$ cat src/design/decode_defines.svh
`ifndef DECODE_DEFINES_SVH
`define DECODE_DEFINES_SVH

// data path and pc width
`define DBITS 32

// architectural registers
`define REGWORDS 32
`define REGNOBITS 5

// tracking latches behind the decode latch (execute, memory, writeback)
`define TRACK_DEPTH 3

`endif
$ cat src/design/decode_pkg.sv
`include "decode_defines.svh"

package decode_pkg;

  // OP_INVALID sits at zero so a bubble carries no real operation
  typedef enum logic [5:0] {
    OP_INVALID,
    OP_ADD, OP_SUB, OP_AND, OP_OR, OP_XOR, OP_SLT, OP_SLTU,
    OP_SRA, OP_SRL, OP_SLL, OP_MUL,
    OP_ADDI, OP_ANDI, OP_ORI, OP_XORI, OP_SLTI, OP_SLTIU,
    OP_SRAI, OP_SRLI, OP_SLLI,
    OP_LUI, OP_AUIPC,
    OP_LW, OP_SW,
    OP_JAL, OP_JALR,
    OP_BEQ, OP_BNE, OP_BLT, OP_BGE, OP_BLTU, OP_BGEU
  } op_t;

  typedef enum logic [2:0] {
    FMT_NONE, FMT_R, FMT_I, FMT_S, FMT_B, FMT_U, FMT_J
  } fmt_t;

  typedef enum logic [2:0] {
    IMM_NONE, IMM_I, IMM_S, IMM_B, IMM_U, IMM_J
  } imm_t;

  typedef struct packed {
    logic                  wr_reg;
    logic [`REGNOBITS-1:0] rd;
  } dest_tag_t;

  typedef struct packed {
    logic              valid;
    logic [`DBITS-1:0] pc;
    op_t               op;
    logic [`DBITS-1:0] rs1_val;
    logic [`DBITS-1:0] rs2_val;
    logic [`DBITS-1:0] imm;
    dest_tag_t         dest;
    logic              is_branch;
  } de_bundle_t;

endpackage

$ cat src/design/decode_top.sv
`include "decode_defines.svh"

module decode_top (
  input  logic                  clk,
  input  logic                  reset,
  input  logic                  fe_valid,
  input  logic [31:0]           fe_inst,
  input  logic [`DBITS-1:0]     fe_pc,
  input  logic                  br_flush,
  input  logic [`DBITS-1:0]     wb_value,
  output logic                  fe_stall,
  output logic                  de_valid,
  output decode_pkg::op_t       de_op,
  output logic [`DBITS-1:0]     de_pc,
  output logic [`DBITS-1:0]     de_rs1_val,
  output logic [`DBITS-1:0]     de_rs2_val,
  output logic [`DBITS-1:0]     de_imm,
  output logic [`REGNOBITS-1:0] de_rd,
  output logic                  de_wr_reg,
  output logic                  de_is_branch
);

  decode_pkg::op_t       op;
  logic [`DBITS-1:0]     imm;
  logic [`REGNOBITS-1:0] rs1;
  logic [`REGNOBITS-1:0] rs2;
  logic                  rs1_used;
  logic                  rs2_used;
  decode_pkg::dest_tag_t dest;
  logic                  is_branch;
  logic [`DBITS-1:0]     rs1_val;
  logic [`DBITS-1:0]     rs2_val;
  logic                  hazard;
  logic                  de_bubble;
  decode_pkg::de_bundle_t de_d;
  decode_pkg::de_bundle_t de_q;

  decode_pkg::dest_tag_t                   chain [`TRACK_DEPTH+1]; // [0] is the decode latch tag
  decode_pkg::dest_tag_t [`TRACK_DEPTH-1:0] inflight;

  inst_decoder u_dec (
    .inst      (fe_inst),
    .op        (op),
    .imm       (imm),
    .rs1       (rs1),
    .rs2       (rs2),
    .rs1_used  (rs1_used),
    .rs2_used  (rs2_used),
    .dest      (dest),
    .is_branch (is_branch)
  );

  reg_file u_rf (
    .clk     (clk),
    .reset   (reset),
    .rs1     (rs1),
    .rs2     (rs2),
    .rs1_val (rs1_val),
    .rs2_val (rs2_val),
    .wr_en   (chain[`TRACK_DEPTH].wr_reg),
    .wr_idx  (chain[`TRACK_DEPTH].rd),
    .wr_data (wb_value)
  );

  always_comb begin
    for (int i = 0; i < `TRACK_DEPTH; i++) begin
      inflight[i] = chain[i];
    end
  end

  hazard_unit u_haz (
    .rs1      (rs1),
    .rs2      (rs2),
    .rs1_used (rs1_used),
    .rs2_used (rs2_used),
    .inflight (inflight),
    .hazard   (hazard)
  );

  assign fe_stall  = fe_valid && hazard;
  assign de_bubble = fe_stall || br_flush || !fe_valid; // flush does not stall fetch

  always_comb begin
    de_d.valid     = fe_valid;
    de_d.pc        = fe_pc;
    de_d.op        = op;
    de_d.rs1_val   = rs1_val;
    de_d.rs2_val   = rs2_val;
    de_d.imm       = imm;
    de_d.dest      = dest;
    de_d.is_branch = is_branch;
  end

  stage_latch #(.payload_t(decode_pkg::de_bundle_t)) u_de_latch (
    .clk    (clk),
    .reset  (reset),
    .bubble (de_bubble),
    .d      (de_d),
    .q      (de_q)
  );

  assign chain[0] = de_q.dest;

  // execute, memory and writeback tags, no back-pressure
  generate
    for (genvar i = 0; i < `TRACK_DEPTH; i++) begin : g_track
      stage_latch #(.payload_t(decode_pkg::dest_tag_t)) u_slot (
        .clk    (clk),
        .reset  (reset),
        .bubble (1'b0),
        .d      (chain[i]),
        .q      (chain[i+1])
      );
    end
  endgenerate

  assign de_valid     = de_q.valid;
  assign de_op        = de_q.op;
  assign de_pc        = de_q.pc;
  assign de_rs1_val   = de_q.rs1_val;
  assign de_rs2_val   = de_q.rs2_val;
  assign de_imm       = de_q.imm;
  assign de_rd        = de_q.dest.rd;
  assign de_wr_reg    = de_q.dest.wr_reg;
  assign de_is_branch = de_q.is_branch;

endmodule

$ cat src/design/stage_latch.sv
module stage_latch #(
  parameter type payload_t = logic
) (
  input  logic     clk,
  input  logic     reset,
  input  logic     bubble,
  input  payload_t d,
  output payload_t q
);

  always_ff @(posedge clk) begin
    if (reset || bubble) begin
      q <= '0; // empty slot
    end else begin
      q <= d;
    end
  end

endmodule

$ cat src/design/hazard_unit.sv
`include "decode_defines.svh"

module hazard_unit (
  input  logic [`REGNOBITS-1:0]                     rs1,
  input  logic [`REGNOBITS-1:0]                     rs2,
  input  logic                                      rs1_used,
  input  logic                                      rs2_used,
  input  decode_pkg::dest_tag_t [`TRACK_DEPTH-1:0]  inflight,
  output logic                                      hazard
);

  // the last tracking slot is left out, its write is already visible
  always_comb begin
    hazard = 1'b0;
    for (int i = 0; i < `TRACK_DEPTH; i++) begin
      if (inflight[i].wr_reg &&
          ((rs1_used && inflight[i].rd == rs1) ||
           (rs2_used && inflight[i].rd == rs2))) begin
        hazard = 1'b1;
      end
    end
  end

endmodule

$ cat src/design/reg_file.sv
`include "decode_defines.svh"

module reg_file (
  input  logic                  clk,
  input  logic                  reset,
  input  logic [`REGNOBITS-1:0] rs1,
  input  logic [`REGNOBITS-1:0] rs2,
  output logic [`DBITS-1:0]     rs1_val,
  output logic [`DBITS-1:0]     rs2_val,
  input  logic                  wr_en,
  input  logic [`REGNOBITS-1:0] wr_idx,
  input  logic [`DBITS-1:0]     wr_data
);

  logic [`DBITS-1:0] regs [`REGWORDS];

  always_ff @(posedge clk) begin
    if (reset) begin
      for (int i = 0; i < `REGWORDS; i++) begin
        regs[i] <= '0;
      end
    end else if (wr_en) begin
      regs[wr_idx] <= wr_data;
    end
  end

  // write-through lets a reader see the retiring value in the same cycle
  assign rs1_val = (wr_en && wr_idx == rs1) ? wr_data : regs[rs1];
  assign rs2_val = (wr_en && wr_idx == rs2) ? wr_data : regs[rs2];

endmodule

$ cat src/design/inst_decoder.sv
`include "decode_defines.svh"

module inst_decoder (
  input  logic [31:0]           inst,
  output decode_pkg::op_t       op,
  output logic [`DBITS-1:0]     imm,
  output logic [`REGNOBITS-1:0] rs1,
  output logic [`REGNOBITS-1:0] rs2,
  output logic                  rs1_used,
  output logic                  rs2_used,
  output decode_pkg::dest_tag_t dest,
  output logic                  is_branch
);

  localparam logic [6:0] OPC_OP     = 7'b0110011;
  localparam logic [6:0] OPC_OP_IMM = 7'b0010011;
  localparam logic [6:0] OPC_LUI    = 7'b0110111;
  localparam logic [6:0] OPC_AUIPC  = 7'b0010111;
  localparam logic [6:0] OPC_LOAD   = 7'b0000011;
  localparam logic [6:0] OPC_STORE  = 7'b0100011;
  localparam logic [6:0] OPC_JAL    = 7'b1101111;
  localparam logic [6:0] OPC_JALR   = 7'b1100111;
  localparam logic [6:0] OPC_BRANCH = 7'b1100011;

  logic [6:0]            opcode;
  logic [2:0]            f3;
  logic [6:0]            f7;
  logic [`REGNOBITS-1:0] rd;
  decode_pkg::fmt_t      fmt;
  decode_pkg::imm_t      imm_kind;
  logic                  writes;

  assign opcode = inst[6:0];
  assign f3     = inst[14:12];
  assign f7     = inst[31:25];
  assign rd     = inst[11:7];
  assign rs1    = inst[19:15];
  assign rs2    = inst[24:20];

  always_comb begin
    op = decode_pkg::OP_INVALID;
    case (opcode)
      OPC_OP: begin
        case ({f7, f3}) // funct7 and funct3 together
          10'b0000000_000: op = decode_pkg::OP_ADD;
          10'b0100000_000: op = decode_pkg::OP_SUB;
          10'b0000000_001: op = decode_pkg::OP_SLL;
          10'b0000000_010: op = decode_pkg::OP_SLT;
          10'b0000000_011: op = decode_pkg::OP_SLTU;
          10'b0000000_100: op = decode_pkg::OP_XOR;
          10'b0000000_101: op = decode_pkg::OP_SRL;
          10'b0100000_101: op = decode_pkg::OP_SRA;
          10'b0000000_110: op = decode_pkg::OP_OR;
          10'b0000000_111: op = decode_pkg::OP_AND;
          10'b0000001_000: op = decode_pkg::OP_MUL;
          default: op = decode_pkg::OP_INVALID;
        endcase
      end
      OPC_OP_IMM: begin
        case (f3)
          3'b000: op = decode_pkg::OP_ADDI;
          3'b010: op = decode_pkg::OP_SLTI;
          3'b011: op = decode_pkg::OP_SLTIU;
          3'b100: op = decode_pkg::OP_XORI;
          3'b110: op = decode_pkg::OP_ORI;
          3'b111: op = decode_pkg::OP_ANDI;
          3'b001: if (f7 == 7'b0000000) op = decode_pkg::OP_SLLI;
          3'b101: begin
            if (f7 == 7'b0000000) op = decode_pkg::OP_SRLI;
            else if (f7 == 7'b0100000) op = decode_pkg::OP_SRAI;
          end
          default: op = decode_pkg::OP_INVALID;
        endcase
      end
      OPC_LUI:   op = decode_pkg::OP_LUI;
      OPC_AUIPC: op = decode_pkg::OP_AUIPC;
      OPC_JAL:   op = decode_pkg::OP_JAL;
      OPC_LOAD:  if (f3 == 3'b010) op = decode_pkg::OP_LW;
      OPC_STORE: if (f3 == 3'b010) op = decode_pkg::OP_SW;
      OPC_JALR:  if (f3 == 3'b000) op = decode_pkg::OP_JALR;
      OPC_BRANCH: begin
        case (f3)
          3'b000: op = decode_pkg::OP_BEQ;
          3'b001: op = decode_pkg::OP_BNE;
          3'b100: op = decode_pkg::OP_BLT;
          3'b101: op = decode_pkg::OP_BGE;
          3'b110: op = decode_pkg::OP_BLTU;
          3'b111: op = decode_pkg::OP_BGEU;
          default: op = decode_pkg::OP_INVALID;
        endcase
      end
      default: op = decode_pkg::OP_INVALID;
    endcase
  end

  // format, immediate kind and register write follow from op alone
  always_comb begin
    fmt      = decode_pkg::FMT_NONE;
    imm_kind = decode_pkg::IMM_NONE;
    writes   = 1'b1;
    case (op)
      decode_pkg::OP_ADD, decode_pkg::OP_SUB, decode_pkg::OP_AND, decode_pkg::OP_OR,
      decode_pkg::OP_XOR, decode_pkg::OP_SLT, decode_pkg::OP_SLTU, decode_pkg::OP_SRA,
      decode_pkg::OP_SRL, decode_pkg::OP_SLL, decode_pkg::OP_MUL: begin
        fmt = decode_pkg::FMT_R;
      end
      decode_pkg::OP_ADDI, decode_pkg::OP_ANDI, decode_pkg::OP_ORI, decode_pkg::OP_XORI,
      decode_pkg::OP_SLTI, decode_pkg::OP_SLTIU, decode_pkg::OP_SRAI, decode_pkg::OP_SRLI,
      decode_pkg::OP_SLLI, decode_pkg::OP_LW, decode_pkg::OP_JALR: begin
        fmt      = decode_pkg::FMT_I;
        imm_kind = decode_pkg::IMM_I;
      end
      decode_pkg::OP_LUI, decode_pkg::OP_AUIPC: begin
        fmt      = decode_pkg::FMT_U;
        imm_kind = decode_pkg::IMM_U;
      end
      decode_pkg::OP_JAL: begin
        fmt      = decode_pkg::FMT_J;
        imm_kind = decode_pkg::IMM_J;
      end
      decode_pkg::OP_SW: begin
        fmt      = decode_pkg::FMT_S;
        imm_kind = decode_pkg::IMM_S;
        writes   = 1'b0;
      end
      decode_pkg::OP_BEQ, decode_pkg::OP_BNE, decode_pkg::OP_BLT,
      decode_pkg::OP_BGE, decode_pkg::OP_BLTU, decode_pkg::OP_BGEU: begin
        fmt      = decode_pkg::FMT_B;
        imm_kind = decode_pkg::IMM_B;
        writes   = 1'b0;
      end
      default: writes = 1'b0; // invalid encoding
    endcase
  end

  always_comb begin
    case (imm_kind)
      decode_pkg::IMM_I: imm = {{(`DBITS-12){inst[31]}}, inst[31:20]};
      decode_pkg::IMM_S: imm = {{(`DBITS-12){inst[31]}}, inst[31:25], inst[11:7]};
      decode_pkg::IMM_B: imm = {{(`DBITS-12){inst[31]}}, inst[7], inst[30:25], inst[11:8], 1'b0};
      decode_pkg::IMM_U: imm = {inst[31:12], 12'b0};
      decode_pkg::IMM_J: imm = {{(`DBITS-20){inst[31]}}, inst[19:12], inst[20], inst[30:21], 1'b0};
      default:           imm = '0;
    endcase
  end

  assign rs1_used  = fmt inside {decode_pkg::FMT_R, decode_pkg::FMT_I,
                                 decode_pkg::FMT_S, decode_pkg::FMT_B};
  assign rs2_used  = fmt inside {decode_pkg::FMT_R, decode_pkg::FMT_S, decode_pkg::FMT_B};
  assign is_branch = (fmt == decode_pkg::FMT_B);

  // x0 never counts as a destination
  assign dest = '{wr_reg: writes && (rd != '0), rd: rd};

endmodule

$ cat config.mk
export PLATFORM = sky130hd
export DESIGN_NAME = decode_top
export DESIGN_NICKNAME = d
export VERILOG_FILES = /design/src/design/decode_pkg.sv /design/src/design/decode_top.sv /design/src/design/stage_latch.sv /design/src/design/hazard_unit.sv /design/src/design/reg_file.sv /design/src/design/inst_decoder.sv
export VERILOG_INCLUDE_DIRS = /design/src /design/src/design
export SDC_FILE = /design/constraint.sdc
export NUM_CORES = 2
export LEC_CHECK = 0
export BUFFER_PORTS_ARGS = -buffer_cell sky130_fd_sc_hd__buf_2
export CAP_MARGIN = 40
export CORE_MARGIN = 2
export CORE_UTILIZATION = 50
export DETAILED_ROUTE_END_ITERATION = 16
export HOLD_SLACK_MARGIN = 0.08
export PLACE_DENSITY_LB_ADDON = 0.05
export SYNTH_ARGS = -nofsm -noshare
export SYNTH_HDL_FRONTEND = slang
export SYNTH_SLANG_ARGS = --single-unit
$ cat constraint.sdc
create_clock -name clk -period 5 [get_ports clk]
set_clock_uncertainty 0.05 [all_clocks]
set_input_delay 0.5 -clock clk [delete_from_list [all_inputs] [get_ports clk]]
set_output_delay 0.5 -clock clk [all_outputs]
set_load 0.005 [all_outputs]
* After elaboration in Yosys (flattened, before gate mapping)
Memories as Yosys holds them, arrays and structs flattened. A register that Yosys moved wholly into a read port is not among the register bits.
Cells that the tools add are included.
Widths: inputs -> output; s select.
** Cells by class
- Reduce and logical (&&, ||, !) cells :: 30
- Multiplexer cells :: 25
- Equality and inequality tests :: 74
** Operators by type and width (count)
- $pmux 32 s5 :: 1
- $eq 6x5->1 const B :: 16
- $pmux 6 s9 :: 1
- $eq 6x4->1 const B :: 8
- $pmux 6 s8 :: 1
- $pmux 4 s11 :: 1
- $eq 10x3->1 const B :: 4
- $pmux 6 s6 :: 1
- $mux 32 :: 1
- $reduce_or 32->1 :: 1
- $eq 5x5->1 :: 6
- $mux 5 :: 6
- $eq 7x6->1 const B :: 4
- $reduce_or 25->1 :: 1
- $eq 6x3->1 const B :: 4
- $reduce_or 11->1 :: 2
- $eq 3x3->1 const B :: 7
- $eq 7x7->1 const B :: 3
- $eq 10x2->1 const B :: 2
- $eq 10x9->1 const B :: 2
- $eq 3x2->1 const B :: 6
- $pmux 3 s6 :: 1
- $pmux 3 s5 :: 1
- $eq 7x5->1 const B :: 2
- other kinds (20) :: 47
** Word-level totals
- Output and inout port bits :: 143
- Logic and storage cells :: 143
- Register bits after elaboration :: 96
- Memory bits (writable) :: 1024
- Memories :: 1
- Input port bits :: 100
** Memory list
- u_rf.regs :: words 32, width 32, rd ports 2, clocked after Yosys merged registers in 2, write ports 32, line reg_file.sv:15 : logic [`DBITS-1:0] regs [`REGWORDS];

* Depth between registers and ports, before layout
- Depth in word-level cells :: 20
- Gate-level depth with buffers :: 12
- Mapped depth without buffers :: 9

* Modules after synthesis
Synthesis repeated with hierarchy kept, for this count alone.
** Second synthesis, totals
- Cells, all modules :: 4676
- Area, all modules :: 63058.0 um^2
** Modules (own cells, without submodules)
- reg_file :: cells an instance 4088, times used 1, area each 56225.2 um^2, sequential area each 30749.5 um^2
- stage_latch at u_de_latch :: cells an instance 316, times used 1, area each 4588.2 um^2, sequential area each 2842.7 um^2
- inst_decoder :: cells an instance 188, times used 1, area each 1375.1 um^2, sequential area each 0.0 um^2
- stage_latch at g_track[0].u_slot ... :: cells an instance 12, times used 3, area each 165.2 um^2, sequential area each 120.1 um^2
- hazard_unit :: cells an instance 45, times used 1, area each 354.1 um^2, sequential area each 0.0 um^2
- decode_top :: cells an instance 3, times used 1, area each 20.0 um^2, sequential area each 0.0 um^2

* Worst setup path after synthesis
OpenSTA, ideal clock, no wires.
- Path type :: input port to flip-flop
- From :: input fe_inst[15]
- To :: register u_de_latch.q[100] (netlist name)
- Cell stages on the path :: 7
- Buffers on the path :: 3
- Arrival time :: 2.464 ns
- Library setup time :: 0.137 ns
- Path slack :: 2.348 ns
- Required time :: 4.813 ns
- Cell sequence :: buf_2 > buf_2 > buf_2 > mux4_2 > mux4_2 > mux2i_1 > a211oi_1
** On the way
- Cells in the longest elaborated chain, start to end :: 11
- Elaborated cells between the ends (all ways) :: 19
- Classes of those cells :: eq/ne (3); mux (3); reduce/logical (13)
** RTL lines
- start, declared :: line decode_top.sv:7 : input logic [31:0] fe_inst,
- $eq 5x5->1 :: line hazard_unit.sv:17 : ((rs1_used && inflight[i].rd == rs1) ||
- $logic_and 1x1->1 :: line hazard_unit.sv:17
- $logic_or 1x1->1 :: line hazard_unit.sv:17
- $logic_and 1x1->1 :: line hazard_unit.sv:16 : if (inflight[i].wr_reg &&
- $mux 1 (3 in a row) :: line hazard_unit.sv:16
- $logic_and 1x1->1 :: line decode_top.sv:80 : assign fe_stall = fe_valid && hazard;
- $logic_or 1x1->1 (2 in a row) :: line decode_top.sv:81 : assign de_bubble = fe_stall || br_flush || !fe_valid;
- $logic_or 1x1->1 :: line stage_latch.sv:12 : if (reset || bubble) begin
Parallel ways exist; a longest one is shown, timed or not.
A chain may end at the register's enable or synchronous reset.

* Final worst setup path
- From :: input fe_inst[26]
- To :: output fe_stall
** On the way
- Cells in the longest elaborated chain, start to end :: 17
- Elaborated cells between the ends (all ways) :: 78
- Classes of those cells :: eq/ne (47); mux (10); reduce/logical (21)
** RTL lines
- $eq 7x6->1 :: line inst_decoder.sv:70 : else if (f7 == 7'b0100000) op = decode_pkg::OP_SRAI;
- $mux 5 :: line inst_decoder.sv:70
- $mux 6 :: line inst_decoder.sv:69 : if (f7 == 7'b0000000) op = decode_pkg::OP_SRLI;
- $pmux 6 s8 :: line inst_decoder.sv:60 : case (f3)
- $pmux 6 s9 * :: line inst_decoder.sv:42 : case (opcode)
- $eq 6x4->1, or another cell as far along :: line inst_decoder.sv:101 : case (op)
- $reduce_or 11->1, or another cell as far along
- $pmux 3 s6 * :: line inst_decoder.sv:101
- $eq 3x1->1, or another cell as far along :: line inst_decoder.sv:147, inst_decoder.sv:149
- $reduce_bool 4->1 or $reduce_bool 3->1 (tied branches) :: line inst_decoder.sv:147, inst_decoder.sv:149
- $logic_and 1x1->1, on equally long branches :: line hazard_unit.sv:17, hazard_unit.sv:18
- $logic_or 1x1->1 :: line hazard_unit.sv:17
- $logic_and 1x1->1 :: line hazard_unit.sv:16
- $mux 1 (2 in a row) :: line hazard_unit.sv:16
- $mux 1 * :: line hazard_unit.sv:16
- $logic_and 1x1->1 * :: line decode_top.sv:80
- end, declared :: line decode_top.sv:11 : output logic fe_stall,
Every way passes the cells marked *; elsewhere a longest branch is shown, timed or not.

==> impl_summary.txt <==
----------------------------------------------------
[STA]
  Normalized max-slew margin ... 29.5%
  Setup TNS ... 0 ns
  Actual slew at the worst max-slew pin ... 1.06 ns
  Number of hold violations in the final report ... 0
  Final critical delay including setup and external delays ... between 3 and 4 ns
  Unrepaired setup endpoints after global routing ... no
  Setup Viol. Count Final ... 0
  Final period util ... 75.3%
  F_max ... 265 MHz
  Pins over their slew limit ... 0

[Floorplan]
  Initial Util ... 50.3%
  Die footprint ... 123000 sq um
  Number of I/O pins ... 243
  Site row count ... 127
  Area of the core ... 120000 sq um
  Chip height ... 351 um
  Overall die width ... about 350 um

[Synth]
  Synth unique cells ... 66
  Share of flip-flops with an asynchronous set or reset ... 0%
  Number of flops mapped to enable cells by yosys ... between 1000 and 1500
  Main flop type after synthesis ... sky130_fd_sc_hd__edfxtp_1
  Mean area per synthesized cell ... 15.7 sq um
  Cell area after technology mapping ... ~60000 sq um
  Number of synthesized register bits ... 1184
  Sequential share of the synthesized area ... between 50% and 60%
  Post-synthesis net count ... 3940
  Gate count after technology mapping ... 3840
  Number of warnings printed during yosys synthesis ... 0

[Cells and area]
  Ratio of cells with drive above 1 in the final layout ... a little under a third
  Most frequent standard cell in the layout excluding fill and tap cells ... sky130_fd_sc_hd__and2_1
  Post-route non-filler standard cell count ... 5687
  Final Net Count ... slightly above 4000
  Synthesis-to-finish area growth ... 13.3%
  Commonest cells after routing, fill and taps aside ... sky130_fd_sc_hd__and2_1 (1061), sky130_fd_sc_hd__edfxtp_1 (1024), sky130_fd_sc_hd__mux4_2 (640), sky130_fd_sc_hd__buf_2 (233), sky130_fd_sc_hd__dfxtp_1 (160)

[Global routing]
  Overall fraction of global-route tracks in use ... between 30% and 40%
  Largest net degree at the start of global routing ... 129
  Via count of the first global-routing pass ... around 38000
  Wire length of the first global-routing pass ... approximately 280000 um
  Overall overflow remaining after global route ... 0
  Number of antenna violations at the first check in global routing ... 19

[Critical path]
  Type of destination of the critical path ... output pin
  Crit Path Class ... input port to output pin
  Worst setup SP type ... input port
  Largest fanout on the critical path ... 5
  Data arrival time of the worst path ... 3.22 ns
  Required arrival time at the worst endpoint ... 4.45 ns

[Routing]
  Final routed wirelength across all metal layers ... a little under 200000 um
  First-pass iteration count of the detailed router ... 6
  Number of remaining DRC errors ... 0
  Wire length per cell ... 34.1 um
  1st-iter DRT viols ... 4369
  Total number of vias ... between 30000 and 40000
  Remaining number of nets flagged by the antenna check after routing ... 0
  Via-per-instance ratio ... 6.43

[Pwr]
  Combinational share of power ... under 10%
  NetSw ... 5.32 mW
  Leakage ... 25.3 nW
  Cell internal power dissipation ... 17.6 mW
  Clock group share of total power ... 43.0%
  Maximum resistive drop on vdd ... 360 uV
  Total power per unit cell area ... 336 nW/um^2
  Net Sw Frac ... approximately 23%
  Sequential Power Share ... 48.2%

[Place]
  Gp weighted congestion ... about 0.88
  Post-DP HPWL ... 112000 um
  Count of buffers from port buffering ... 242
  DP Cell Count ... 5397

[CTS]
  # resized after CTS ... 0
  Clock transition at the registers of the reported paths ... 0.06 ns
  Clock Sink Count ... roughly 1200
  Maximum buffer depth of the clock tree ... 3
  Maximum level of the CTS H-tree ... 4
  Total setup buffers inserted after CTS ... 0
  Total CTS buffers ... 136
  Clock tree from TritonCTS ... yes
  Source-to-sink clock delay at the later pin of the worst-skew pair ... roughly 0.74 ns
  Number of hold buffers added after CTS ... 46
  Root buf cell ... sky130_fd_sc_hd__clkbuf_16

[Hold path]
  Path category of the worst min-delay check ... input port to flip-flop

[Job]
  Max-cap violation count ... 0

[Status]
  Status ... completed

----------------------------------------------------
synthesized netlist by cell type, types with 4 or more instances:
master                        n  area, sq um
sky130_fd_sc_hd__and2_1    1061         6640
sky130_fd_sc_hd__edfxtp_1  1024        30700
sky130_fd_sc_hd__mux4_2     640        14400
sky130_fd_sc_hd__clkbuf_1   290         1090
sky130_fd_sc_hd__dfxtp_1    160         3200
sky130_fd_sc_hd__nor2_1     122          458
sky130_fd_sc_hd__buf_2       76          380
sky130_fd_sc_hd__a211oi_1    67          503
sky130_fd_sc_hd__mux2i_1     65          651
sky130_fd_sc_hd__a21oi_1     34          170
sky130_fd_sc_hd__or2_2       34          213
sky130_fd_sc_hd__xor2_1      33          289
sky130_fd_sc_hd__nand2_1     32          120
sky130_fd_sc_hd__nor2b_1     27          169
sky130_fd_sc_hd__buf_1       23         86.3
sky130_fd_sc_hd__nand3_1     16         80.1
sky130_fd_sc_hd__and3_1      10         62.6
sky130_fd_sc_hd__nor3_1      10         50.1
sky130_fd_sc_hd__nor4_1      10         62.6
sky130_fd_sc_hd__o21ai_0     10         50.1
sky130_fd_sc_hd__xnor2_1      9         78.8
sky130_fd_sc_hd__buf_4        8         60.1
sky130_fd_sc_hd__inv_1        6         22.5
sky130_fd_sc_hd__nand2b_1     6         37.5
sky130_fd_sc_hd__nand3b_1     6         45.0
sky130_fd_sc_hd__a21oi_2      4         35.0
sky130_fd_sc_hd__nand4_1      4         25.0
critical path, cell delays in order:
cell                            delay [ns]
sky130_fd_sc_hd__dlygate4sd3_1        0.53
sky130_fd_sc_hd__buf_2                0.13
sky130_fd_sc_hd__nor3_1               0.50
sky130_fd_sc_hd__nand2_1              0.19
sky130_fd_sc_hd__o31ai_1              0.32
sky130_fd_sc_hd__a311oi_1             0.21
sky130_fd_sc_hd__o21ai_1              0.30
sky130_fd_sc_hd__a21oi_2              0.13
sky130_fd_sc_hd__nor2b_1              0.22
sky130_fd_sc_hd__buf_2                0.16
through the flow:
stage | cell area (sq um) | setup WS [ns] | utilization [%] | hold slack (ns) | total power, mW
floorplan | 60300 | 2.35 | - | 0.402 | 12.4
global placement | 63400 | 1.26 | 52.9 | 0.440 | 13.2
detailed placement | 63400 | 1.25 | 52.9 | 0.437 | 13.3
CTS | 68200 | 1.21 | 57.0 | 0.0849 | 23.1
global route | 68300 | 0.974 | 57.0 | 0.127 | 23.6
finish | 68300 | 1.23 | 57.0 | 0.129 | 22.9
per-layer routing:
layer / track usage (%) / part of all wire, %
met2: 52.0 / 49
met1: 41.6 / 37
met5: 0 / 0.014
met4: 15.0 / 5.0
met3: 6.42 / 9.0
worst paths after layout:
| check | from | endpoint | slack, ns | depth (start not counted) |
|---|---|---|---|---|
| max | fe_inst[26] | fe_stall | 1.23 | 10 |
| min | fe_inst[16] | u_de_latch.q[23] | 0.13 | 3 |
| max reg2reg | g_track[2].u_slot.q[5] | u_rf.regs[16][0] | 2.07 | 6 |
| min reg2reg | g_track[0].u_slot.q[5] | g_track[1].u_slot.q[5] | 0.45 | 1 |
power by group through the flow:
| stage | registers [mW] | clock network, mW | logic, mW |
|---|---|---|---|
| finish | 11.1 | 9.86 | 2.03 |
| global route | 11.1 | 10.4 | 2.11 |
| CTS | 11.1 | 9.99 | 2.04 |
| detailed placement | 11.3 | 0 | 2.00 |
| global placement | 11.2 | 0 | 1.98 |
| floorplan | 11.2 | 0 | 1.23 |
area by class of cell:
class	count	area, sq um
fillers	9317	51600
flip-flops and latches	1184	34000
clock inverters	60	467
repair buffers	393	2980
well taps	1612	2020
clock buffers	182	3920
inverters	7	26.3
multi-input cells	2247	24900
diodes	2	5.00
cell families after synthesis:
logic type      share of synthesized area, %
compound gates                          1.71
xor+xnor                               0.610
buf+inv                                 2.80
flops                                   56.3
mux                                     25.0
simple gates                            13.5
registers in the layout, summed over array words and instances, names as in the netlist:
| signal | flops |
|---|---|
| u_de_latch.q | 142 |
| g_track.u_slot.q | 18 |
| u_rf.regs | 1024 |
Power figures use the tool's default switching activity.
